**config.mk**
```make
export PLATFORM = sky130hd
export DESIGN_NAME = codec_ilv_buffer
export DESIGN_NICKNAME = d
export VERILOG_FILES = /design/src/logic/bank_pkg.sv /design/src/logic/frame_pkg.sv /design/src/logic/bank_ram.sv /design/src/logic/buffer_bank_ctrl.sv /design/src/logic/codec_ilv_buffer.sv /design/src/logic/frame_writer.sv /design/src/logic/ilv_reader.sv
export VERILOG_INCLUDE_DIRS = /design/src /design/src/logic
export SDC_FILE = /design/constraint.sdc
export NUM_CORES = 1
export LEC_CHECK = 0
export ABC_AREA = 1
export BUFFER_PORTS_ARGS = -buffer_cell sky130_fd_sc_hd__buf_2
export CAP_MARGIN = 20
export CELL_PAD_IN_SITES_DETAIL_PLACEMENT = 0
export CELL_PAD_IN_SITES_GLOBAL_PLACEMENT = 1
export CORE_ASPECT_RATIO = 0.5
export CORE_MARGIN = 3
export CORE_UTILIZATION = 46
export DETAILED_ROUTE_END_ITERATION = 7
export PLACE_DENSITY = 0.75
export SYNTH_ARGS = -nofsm -noshare
export SYNTH_HDL_FRONTEND = slang
export SYNTH_SLANG_ARGS = --single-unit
```
**constraint.sdc**
```tcl
create_clock -name iclk -period 2.4 [get_ports iclk]
set_clock_uncertainty 0.1 [all_clocks]
set_input_delay 0.6 -clock iclk [delete_from_list [all_inputs] [get_ports iclk]]
set_output_delay 0.6 -clock iclk [all_outputs]
set_load 0.01 [all_outputs]
```
**src/logic/codec_buffer_consts.svh**
```systemverilog
`ifndef CODEC_BUFFER_CONSTS_SVH
`define CODEC_BUFFER_CONSTS_SVH

//----------------------------------------------------------------------
// bank geometry
//----------------------------------------------------------------------

`define BNUM_W     2                            // 4 banks
`define ILV_ROWS   4                            // rows per frame
`define ILV_COLS   6                            // columns per frame
`define FRAME_LEN  (`ILV_ROWS * `ILV_COLS)      // 24 words

//----------------------------------------------------------------------
// payload and address widths
//----------------------------------------------------------------------

`define SAMPLE_W   8
`define TAG_W      4

// must cover FRAME_LEN word slots
`define WADDR_W    5

`endif

```
**src/logic/bank_pkg.sv**
```systemverilog
`default_nettype none

`include "codec_buffer_consts.svh"

// storage side of the codec buffer
// bank pointers, word slots and reader counters

package bank_pkg;

  //--------------------------------------------------------------------
  // bank pointers and addressing
  //--------------------------------------------------------------------

  typedef logic [`BNUM_W-1 : 0]  bank_t;   // bank index
  typedef logic [`WADDR_W-1 : 0] waddr_t;  // word slot inside one bank

  //--------------------------------------------------------------------
  // transpose counters
  //--------------------------------------------------------------------

  // reader walks rows inside a column
  typedef logic [$clog2(`ILV_ROWS)-1 : 0] row_t;

  // outer loop of the reader
  typedef logic [$clog2(`ILV_COLS)-1 : 0] col_t;

endpackage

`default_nettype wire

```
**src/logic/frame_pkg.sv**
```systemverilog
`default_nettype none

`include "codec_buffer_consts.svh"

// payload side of the codec buffer
// what flows in and out with every word and every frame

package frame_pkg;

  //--------------------------------------------------------------------
  // data word
  //--------------------------------------------------------------------

  // one channel sample, one per strobe
  typedef logic [`SAMPLE_W-1 : 0] sample_t;

  //--------------------------------------------------------------------
  // frame label
  //--------------------------------------------------------------------

  // taken with isop, comes back out with osop
  typedef logic [`TAG_W-1 : 0] tag_t;

endpackage

`default_nettype wire

```
**src/logic/bank_ram.sv**
```systemverilog
`default_nettype none

// simple dual port ram, one write port and one read port
// read data shows up the cycle after re

module bank_ram #(
  parameter type payload_t = logic [7:0],
  parameter int  DEPTH     = 16
) (
  input  logic                       iclk,
  // write side
  input  logic                       we,
  input  logic [$clog2(DEPTH)-1 : 0] waddr,
  input  payload_t                   wdata,
  // read side
  input  logic                       re,
  input  logic [$clog2(DEPTH)-1 : 0] raddr,
  output payload_t                   rdata
);

  //--------------------------------------------------------------------
  // storage
  //--------------------------------------------------------------------

  payload_t mem [DEPTH];

  always_ff @(posedge iclk) begin
    if (we)
      mem[waddr] <= wdata;
  end

  //--------------------------------------------------------------------
  // registered read
  //--------------------------------------------------------------------

  always_ff @(posedge iclk) begin
    if (re)
      rdata <= mem[raddr];   // old data on same-address collision
  end

endmodule

`default_nettype wire

```
**src/logic/buffer_bank_ctrl.sv**
```systemverilog
`default_nettype none

`include "codec_buffer_consts.svh"

module buffer_bank_ctrl
  import bank_pkg::*;
(
  input  logic  iclk,
  input  logic  ireset,
  //
  input  logic  wfull,        // writer finished bank at wbank
  output bank_t wbank,        // bank being filled
  //
  input  logic  rempty,       // reader released bank at rbank
  output bank_t rbank,        // bank being drained
  //
  output logic  ready,        // some bank holds a full frame
  output logic  oempty_all,   // every bank free
  output logic  ofull_all     // every bank occupied
);

  //--------------------------------------------------------------------
  // state
  //--------------------------------------------------------------------

  localparam int BNUM = 2**`BNUM_W;

  logic [BNUM-1 : 0] busy;       // one flag per bank
  bank_t             wbank_r;
  bank_t             rbank_r;
  bank_t             wbank_nxt;  // bank after the write pointer

  logic              wswitch;
  logic              rswitch;

  assign wbank_nxt = wbank_r + 1'b1;  // wraps over the bank ring

  // move on only if the next bank is free or the stuck bank drains
  assign wswitch = (wfull & rempty) |
                   (wfull & ~busy[wbank_nxt]) |
                   (rempty & busy[wbank_r]);

  // move on only when a full bank gets released
  assign rswitch = (wfull & rempty) | (rempty & busy[rbank_r]);

  //--------------------------------------------------------------------
  // busy flags and pointers
  //--------------------------------------------------------------------

  always_ff @(posedge iclk or posedge ireset) begin
    if (ireset) begin
      busy    <= '0;
      wbank_r <= '0;
      rbank_r <= '0;
    end
    else begin
      for (int i = 0; i < BNUM; i++) begin
        if (wfull & (wbank_r == bank_t'(i)))
          busy[i] <= 1'b1;                  // set wins over clear
        else if (rempty & (rbank_r == bank_t'(i)))
          busy[i] <= 1'b0;
      end
      if (wswitch)
        wbank_r <= wbank_nxt;
      if (rswitch)
        rbank_r <= rbank_r + 1'b1;
    end
  end

  assign wbank      = wbank_r;
  assign rbank      = rbank_r;

  // in-order fill and drain, so any busy bank means rbank is full
  assign ready      = |busy;
  assign oempty_all = ~|busy;
  assign ofull_all  = &busy;

endmodule

`default_nettype wire

```
**src/logic/codec_ilv_buffer.sv**
```systemverilog
`default_nettype none

`include "codec_buffer_consts.svh"

module codec_ilv_buffer
  import frame_pkg::*, bank_pkg::*;
(
  input  logic    iclk,
  input  logic    ireset,
  // input frames, row by row
  input  logic    isop,
  input  logic    ival,
  input  sample_t idat,
  input  tag_t    itag,
  // output frames, column by column
  output logic    oval,
  output logic    osop,
  output logic    oeop,
  output sample_t odat,
  output tag_t    otag,
  // bank status
  output logic    oempty_all,
  output logic    ofull_all
);

  //--------------------------------------------------------------------
  // ram sizes
  //--------------------------------------------------------------------

  // each bank owns a power-of-two window so {bank, word} is the address
  localparam int SMP_DEPTH = 1 << (`BNUM_W + `WADDR_W);
  localparam int TAG_DEPTH = 1 << `BNUM_W;   // one label per bank

  //--------------------------------------------------------------------
  // internal wires
  //--------------------------------------------------------------------

  bank_t   wbank;
  bank_t   rbank;
  logic    wfull;
  logic    rempty;
  logic    ready;

  logic    wr_en;
  bank_t   wr_bank;
  waddr_t  wr_addr;
  sample_t wr_data;
  logic    tag_we;
  tag_t    tag_data;

  logic    rd_en;
  bank_t   rd_bank;
  waddr_t  rd_addr;
  sample_t rd_sample;
  tag_t    rd_tag;

  //--------------------------------------------------------------------
  // writer stage
  //--------------------------------------------------------------------

  frame_writer u_writer (
    .iclk     (iclk),
    .ireset   (ireset),
    .ival     (ival),
    .isop     (isop),
    .idat     (idat),
    .itag     (itag),
    .wbank    (wbank),
    .wr_en    (wr_en),
    .wr_bank  (wr_bank),
    .wr_addr  (wr_addr),
    .wr_data  (wr_data),
    .tag_we   (tag_we),
    .tag_data (tag_data),
    .wfull    (wfull)
  );

  //--------------------------------------------------------------------
  // banked storage and its pointers
  //--------------------------------------------------------------------

  buffer_bank_ctrl u_ctrl (
    .iclk       (iclk),
    .ireset     (ireset),
    .wfull      (wfull),
    .wbank      (wbank),
    .rempty     (rempty),
    .rbank      (rbank),
    .ready      (ready),
    .oempty_all (oempty_all),
    .ofull_all  (ofull_all)
  );

  bank_ram #(
    .payload_t (sample_t),
    .DEPTH     (SMP_DEPTH)
  ) u_sample_ram (
    .iclk  (iclk),
    .we    (wr_en),
    .waddr ({wr_bank, wr_addr}),
    .wdata (wr_data),
    .re    (rd_en),
    .raddr ({rd_bank, rd_addr}),
    .rdata (rd_sample)
  );

  bank_ram #(
    .payload_t (tag_t),
    .DEPTH     (TAG_DEPTH)
  ) u_tag_ram (
    .iclk  (iclk),
    .we    (tag_we),
    .waddr (wr_bank),
    .wdata (tag_data),
    .re    (rd_en),
    .raddr (rd_bank),
    .rdata (rd_tag)
  );

  //--------------------------------------------------------------------
  // interleaving reader
  //--------------------------------------------------------------------

  ilv_reader u_reader (
    .iclk      (iclk),
    .ireset    (ireset),
    .ready     (ready),
    .rbank     (rbank),
    .rempty    (rempty),
    .rd_en     (rd_en),
    .rd_bank   (rd_bank),
    .rd_addr   (rd_addr),
    .rd_sample (rd_sample),
    .rd_tag    (rd_tag),
    .oval      (oval),
    .osop      (osop),
    .oeop      (oeop),
    .odat      (odat),
    .otag      (otag)
  );

endmodule

`default_nettype wire

```
**src/logic/frame_writer.sv**
```systemverilog
`default_nettype none

`include "codec_buffer_consts.svh"

module frame_writer
  import frame_pkg::*, bank_pkg::*;
(
  input  logic    iclk,
  input  logic    ireset,
  // input stream
  input  logic    ival,       // one strobe per word
  input  logic    isop,       // first word of frame
  input  sample_t idat,
  input  tag_t    itag,       // valid with isop
  // bank pointer from controller
  input  bank_t   wbank,
  // sample ram write port
  output logic    wr_en,
  output bank_t   wr_bank,
  output waddr_t  wr_addr,
  output sample_t wr_data,
  // tag ram write port
  output logic    tag_we,
  output tag_t    tag_data,
  // bank done, to controller
  output logic    wfull
);

  //--------------------------------------------------------------------
  // word slot tracking
  //--------------------------------------------------------------------

  localparam waddr_t LAST_ADDR = waddr_t'(`FRAME_LEN - 1);

  waddr_t addr_cnt;   // slot for the next strobe
  waddr_t cur_addr;   // slot for the strobe on the bus now
  logic   cur_last;

  assign cur_addr = isop ? '0 : addr_cnt;   // sop restarts the frame
  assign cur_last = (cur_addr == LAST_ADDR);

  //--------------------------------------------------------------------
  // control regs
  //--------------------------------------------------------------------

  always_ff @(posedge iclk or posedge ireset) begin
    if (ireset) begin
      addr_cnt <= '0;
      wr_en    <= 1'b0;
      tag_we   <= 1'b0;
      wfull    <= 1'b0;
    end
    else begin
      wr_en  <= ival;
      tag_we <= ival & isop;      // tag written once per frame
      wfull  <= ival & cur_last;  // lines up with the last word write
      if (ival) begin
        if (cur_last)
          addr_cnt <= '0;         // wrap for next frame
        else
          addr_cnt <= cur_addr + 1'b1;
      end
    end
  end

  //--------------------------------------------------------------------
  // payload regs
  //--------------------------------------------------------------------

  always_ff @(posedge iclk) begin
    if (ival) begin
      wr_addr <= cur_addr;
      wr_data <= idat;
    end
    if (ival & isop)
      tag_data <= itag;
  end

  // wbank only moves after wfull, so it holds for the whole fill
  assign wr_bank = wbank;

endmodule

`default_nettype wire

```
**src/logic/ilv_reader.sv**
```systemverilog
`default_nettype none

`include "codec_buffer_consts.svh"

module ilv_reader
  import frame_pkg::*, bank_pkg::*;
(
  input  logic    iclk,
  input  logic    ireset,
  // controller side
  input  logic    ready,       // full bank waiting at rbank
  input  bank_t   rbank,
  output logic    rempty,      // pulse on last address issued
  // ram read port
  output logic    rd_en,
  output bank_t   rd_bank,
  output waddr_t  rd_addr,
  input  sample_t rd_sample,   // one cycle after rd_en
  input  tag_t    rd_tag,
  // output stream
  output logic    oval,
  output logic    osop,
  output logic    oeop,
  output sample_t odat,
  output tag_t    otag
);

  //--------------------------------------------------------------------
  // address generation
  //--------------------------------------------------------------------

  typedef enum logic {
    ST_IDLE,
    ST_READ
  } state_t;

  localparam row_t   LAST_ROW = row_t'(`ILV_ROWS - 1);
  localparam col_t   LAST_COL = col_t'(`ILV_COLS - 1);
  localparam waddr_t ROW_STEP = waddr_t'(`ILV_COLS);   // one row down

  state_t state;
  row_t   row;
  col_t   col;
  waddr_t addr;       // row * ILV_COLS + col, kept incrementally
  logic   first;      // first address of the frame
  logic   last;       // last address of the frame

  assign first  = (state == ST_READ) & (row == '0) & (col == '0);
  assign last   = (state == ST_READ) & (row == LAST_ROW) & (col == LAST_COL);

  always_ff @(posedge iclk or posedge ireset) begin
    if (ireset) begin
      state <= ST_IDLE;
      row   <= '0;
      col   <= '0;
      addr  <= '0;
    end
    else begin
      case (state)
        ST_IDLE : begin
          row  <= '0;
          col  <= '0;
          addr <= '0;
          if (ready)
            state <= ST_READ;
        end
        ST_READ : begin
          if (row == LAST_ROW) begin         // column done
            row  <= '0;
            col  <= col + 1'b1;
            addr <= waddr_t'(col) + 1'b1;    // top of next column
            if (col == LAST_COL)
              state <= ST_IDLE;              // bank released, rest a cycle
          end
          else begin
            row  <= row + 1'b1;
            addr <= addr + ROW_STEP;
          end
        end
        default : state <= ST_IDLE;
      endcase
    end
  end

  assign rd_en   = (state == ST_READ);
  assign rd_addr = addr;
  assign rd_bank = rbank;   // steady until the edge after rempty
  assign rempty  = last;

  //--------------------------------------------------------------------
  // output pipe, markers follow the data through ram and out reg
  //--------------------------------------------------------------------

  logic s1_val;
  logic s1_sop;
  logic s1_eop;

  always_ff @(posedge iclk or posedge ireset) begin
    if (ireset) begin
      s1_val <= 1'b0;
      s1_sop <= 1'b0;
      s1_eop <= 1'b0;
      oval   <= 1'b0;
      osop   <= 1'b0;
      oeop   <= 1'b0;
    end
    else begin
      s1_val <= rd_en;   // ram stage
      s1_sop <= first;
      s1_eop <= last;
      oval   <= s1_val;  // out reg stage
      osop   <= s1_sop;
      oeop   <= s1_eop;
    end
  end

  always_ff @(posedge iclk) begin
    if (s1_val)
      odat <= rd_sample;
    if (s1_sop)
      otag <= rd_tag;    // hold label for the whole frame
  end

endmodule

`default_nettype wire

```
# After elaboration in Yosys (flattened, before gate mapping)
# Memories as Yosys holds them, arrays and structs flattened. A register that Yosys moved wholly into a read port is not among the register bits.
# Index checks and enable logic that the tools add are counted.
[totals]
elab_cells = 111
mem_bits_rw = 1040
out_inout_bits = 17
reg_bits = 62
mem_count = 2
[op_classes]
n_reduce_logical = 11
n_addsub = 7
bitwise = 23
eq_ne = 10
muxes = 30
n_lt_le_gt_ge = 3
[mem_list]
columns = ["memory", "words", "width", "read_ports", "rd_clocked_by_memory_dff", "write_ports", "line", "rtl"]
rows = [
  ["u_sample_ram.mem", 128, 8, 1, 1, 1, "bank_ram.sv:25", "payload_t mem [DEPTH];"],
  ["u_tag_ram.mem", 4, 4, 1, 1, 1, "bank_ram.sv:25", ""],
]
[op_table]
columns = ["op", "n"]
rows = [
  ["1-bit AND", 18],
  ["1-bit two-way mux", 18],
  ["5-bit two-way mux", 3],
  ["2-bit equality test, second input constant", 5],
  ["5-bit case mux with 2 select lines", 1],
  ["2-bit by 3-bit less-than comparator with 1-bit output, second input constant", 3],
  ["2-bit nonzero test", 4],
  ["2-bit by 1-bit adder with 2-bit output, second input constant", 3],
  ["1-bit binary-select mux with 2-bit select", 3],
  ["2-bit logical NOT", 3],
  ["3-bit case mux with 2 select lines", 1],
  ["5-bit by 1-bit adder with 5-bit output, second input constant", 1],
  ["5-bit by 3-bit adder with 5-bit output, second input constant", 1],
  ["5-bit equality test, second input constant", 1],
  ["3-bit by 1-bit adder with 4-bit output, second input constant", 1],
  ["2-bit by 1-bit equality test with 1-bit output, second input constant", 2],
  ["2-bit case mux with 2 select lines", 1],
  ["4-bit AND reduction", 1],
  ["4-bit OR reduction", 1],
  ["3-bit by 1-bit adder with 3-bit output, second input constant", 1],
  ["3-bit equality test, second input constant", 1],
  ["3-bit logical NOT", 1],
  ["3-bit two-way mux", 1],
  ["1-bit OR", 3],
  ["other kinds (5)", 6],
]

# Longest topological paths before layout
[depth]
word_depth = 7
mapped_depth = 15
mapped_depth_nobuf = 11

# Modules after synthesis
# A second synthesis with hierarchy kept.
[hier_totals]
hier_cells = 3883
area_unflattened_um2 = 45635.0
[by_module_without_submodules]
columns = ["module", "seq_area_each_um2", "cells_per_inst", "instances", "area_per_inst_um2"]
rows = [
  ["bank_ram (u_sample_ram)", 30989.7, 3575, 1, 42184.2],
  ["ilv_reader", 785.8, 85, 1, 1091.0],
  ["frame_writer", 710.7, 73, 1, 940.9],
  ["bank_ram (u_tag_ram)", 600.6, 74, 1, 828.3],
  ["buffer_bank_ctrl", 200.2, 76, 1, 590.6],
]

# Worst setup path after synthesis
# Ideal clock, no wire load.
[synth_timing]
kind = "reg-to-reg"
startpoint = "register u_writer.wr_data[0]"
endpoint = "memory u_sample_ram.mem[0][0] in the netlist's numbering (data pin)"
synth_period_minus_slack_ps = 2372
path_buffers = 0
arrival_ps = 1763
t_required_ps = 1791
slack_ps = 28
path_stages_with_launch = 1
path_cell_list = "edfxtp_1"
[synth_lines]
columns = ["element", "line", "rtl"]
rows = [
  ["from (decl)", "frame_writer.sv:21", "output sample_t wr_data,"],
  ["from (signal assigned)", "frame_writer.sv:73", "wr_data <= idat;"],
  ["to (decl)", "bank_ram.sv:25", ""],
]
# Straight into the memory's write port.

==> summary.txt <==
Run status
  • Outcome: complete, but fails checks
  • Failing checks: negative setup slack

Final layout
  • Final net count: 4481
  • Layout area overhead: 18.6%
  • Share of cells above drive strength 1: 0.151
  • # fillers: 8207
  • Diode count: 0
  • Non-Filler Cell Area, Final: around 55000 µm²
  • Most common cell after layout, fill and taps aside: nand2_1
  • Commonest non-fill, non-tap cells in the layout: nand2_1, edfxtp_1, nand3_1, nor2_1

Job
  • Max_cap viols: 0

Timing
  • Fin worst setup slack: -52.5 ps
  • Hold slack: 177 ps
  • RSZ-0062 raised after global routing: yes
  • FMAX: 0.408 GHz
  • Fin. max-slew vios: 0
  • Setup violators final: 6
  • Least-Margin Pin Slew: 860 ps
  • Final min period: approximately 2500 ps
  • Slew HR: 0.427
  • Final Hold Violating Endpoints: 0
  • Final Cycle Share: 1.02

Logic synthesis
  • Synthesized area: 46200 µm²
  • Synth warnings: 0
  • Post-Syn Instances: 4161
  • Post-Syn Area per Cell: 11.1 µm²
  • Register area share after synthesis: 0.720
  • Synth unique cells: 28
  • Synthesis-stage register bit count: 1114
  • Net Count, Synth: 4192

GRT
  • Largest net degree at the start of global routing: 75
  • Number of global-route vias before repair: 29900
  • Overall routing resource usage: 0.240
  • GRT overflow: 0
  • First-pass GRT wire length: 188000 µm
  • Antenna violations before repair: 0

Die
  • Die Height: around 230 µm
  • Initial core utilization: 0.468
  • Die width: ~450 µm
  • Row cnt: a little over 80
  • Core area: 98700 µm²
  • Ports: 33
  • Die ar.: between 100000 and 150000 µm²

Clocking
  • Clock transition at the registers of the reported paths: 60 ps
  • CTS tree: yes
  • Clock Latency Late Sink: 710 ps
  • CTS Buf Count: about 100
  • Root Buffer: clkbuf_16
  • Clk sink count: 1114
  • Clk buf depth: 3
  • CTS H-tree depth: 3

Hold path
  • Type of the worst min-delay path: in2reg

Setup path
  • Required time of the critical path: 2750 ps
  • Crit. End Element: flip-flop
  • Critical-path maximum fanout: 16
  • Setup Crit Path Kind: reg2reg
  • CP arrival: 2800 ps
  • Crit start category: flip-flop

Placed design
  • Routability cong.: about 0.86
  • Worst slack at placement: -202 ps
  • DPL Wire Length: between 70000 and 80000 µm
  • Post-Place Cell Area: approximately 50000 µm²
  • Buffers on Ports: 32

Route
  • WL final: 129000 µm
  • Routed wl met2: 57900 µm
  • DR vias/cell: between 5 and 6
  • Wire per inst: 22.0 µm
  • Wire length on met3: 11900 µm
  • Via Count: 31500
  • Post-route ant nets: 0
  • DR pass1 iterations: 6
  • Remaining DRCs: 0
  • DR iter-0 viols: 3477
  • Met1 wire length: 56300 µm
  • Max Used Layer: met4

Power and ir drop
  • Power Density: 721 nW/µm²
  • Leakage: roughly 21 nW
  • Max VDD drop: 0.521 mV
## cell usage after synthesis (all sizes together)
cell / instances / area (µm²)
clkinv: 1 / 3.75
nor2: 366 / 1370
dfrtp: 33 / 826
o31ai: 1 / 7.51
o22ai: 5 / 31.3
a21oi: 79 / 395
edfxtp: 1081 / 32500
inv: 280 / 1050
o211ai: 49 / 368
buf: 127 / 706
nor3: 2 / 10.0
o21ai: 88 / 440
xor2: 5 / 43.8
a21o: 3 / 22.5
nand4: 8 / 50.1
clkbuf: 104 / 392
ha: 15 / 188
a22o: 1 / 8.76
nand2: 1382 / 5190
nand3: 521 / 2610
a22oi: 1 / 7.51
nor4: 9 / 56.3
## per-stage QoR
step	util	setup TNS, ps	cells	power, W
3_3_place_gp	0.510	-713	5631	0.0239
5_1_grt	0.556	-713	5859	0.0407
3_5_place_dp	0.510	-749	5631	0.0240
2_1_floorplan	-	0	4161	0.0229
4_1_cts	0.547	-63.5	5838	0.0398
6_report	0.556	-129	5859	0.0395
## path summary, 6_finish.rpt
check                           slack [ps]                start  cells past startpoint               endpoint
worst max-delay path                   -50  u_reader.rd_addr[0]                     11  u_sample_ram.rdata[7]
worst min-delay path                   180                 ival                      1         u_writer.wr_en
min in group asynchronous              470               ireset                      4   u_writer.addr_cnt[1]
max in group asynchronous             1330               ireset                      4    u_reader.rd_addr[0]
worst max register to register         -50  u_reader.rd_addr[0]                     11  u_sample_ram.rdata[7]
worst min register to register         260      u_reader.s1_eop                      0          u_reader.oeop
## area by class of cell
type | instances | area, µm² | share of cell area
flip-flops and latches | 1114 | 33300 | 0.607
multi-input cells | 2535 | 11300 | 0.206
repair buffers | 416 | 4290 | 0.0782
clock buffers | 125 | 2680 | 0.0489
well taps | 1328 | 1660 | 0.0303
inverters | 281 | 1090 | 0.0199
clock inverters | 59 | 509 | 0.00928
repair inverters | 1 | 8.76 | 0.000160
## power breakdown
group / internal [W] / switching, W / total (W) / leakage (nW)
registers: 0.0216 / 0.000107 / 0.0217 / 10.2
clock network: 0.00879 / 0.00711 / 0.0159 / 1.55
logic: 0.000534 / 0.00143 / 0.00196 / 9.34
total: 0.0309 / 0.00865 / 0.0395 / 21.1
## registers in the layout, summed over array words and instances (netlist names), 2 cells and up
signal              count
u_tag_ram.rdata         4
u_tag_ram.mem          16
u_writer.wr_data        8
u_writer.tag_data       4
u_ctrl.busy             4
u_sample_ram.rdata      8
u_writer.wr_addr        5
u_ctrl.rbank            2
u_reader.row            2
u_reader.otag           4
u_ctrl.wbank            2
u_reader.odat           8
u_writer.addr_cnt       5
u_reader.rd_addr        5
u_sample_ram.mem     1024
u_reader.col            3
## worst max-delay path, cell delays in order (launching register included)
cell      delay (ps)
dfrtp_4          600
buf_12           200
buf_16           160
buf_8            160
o211ai_1         180
nand3_1          150
nand3_1          180
nand2_2          120
nand3_1          100
nand2_2           90
nand2_1           90
nand2_1           50
## layer usage
layer / up-vias / track usage
met3: 167 / 0.0505
met5: - / 0
li1: 14700 / -
met1: 15400 / 0.350
met4: 0 / 0.0590
met2: 1283 / 0.370
## timing repair
action,CTS,global route
resized for setup,44,140
endpoints found under the hold margin,45,0
gates cloned,1,15
hold buffers,13,0
buffers inserted,9,8
setup endpoints to repair,9,10
pin swaps,7,38
## kinds of logic after synthesis
group                    after synthesis  share of synthesized area
AND/OR/NAND/NOR                     2288                      0.201
flip-flops                          1114                      0.720
buffers and inverters                512                     0.0466
AO/OA/AOI/OAI                        227                     0.0277
adder cells (fa/ha/maj)               15                    0.00406
XOR/XNOR                               5                   0.000947
No activity file was read; power rests on OpenSTA's default activity.
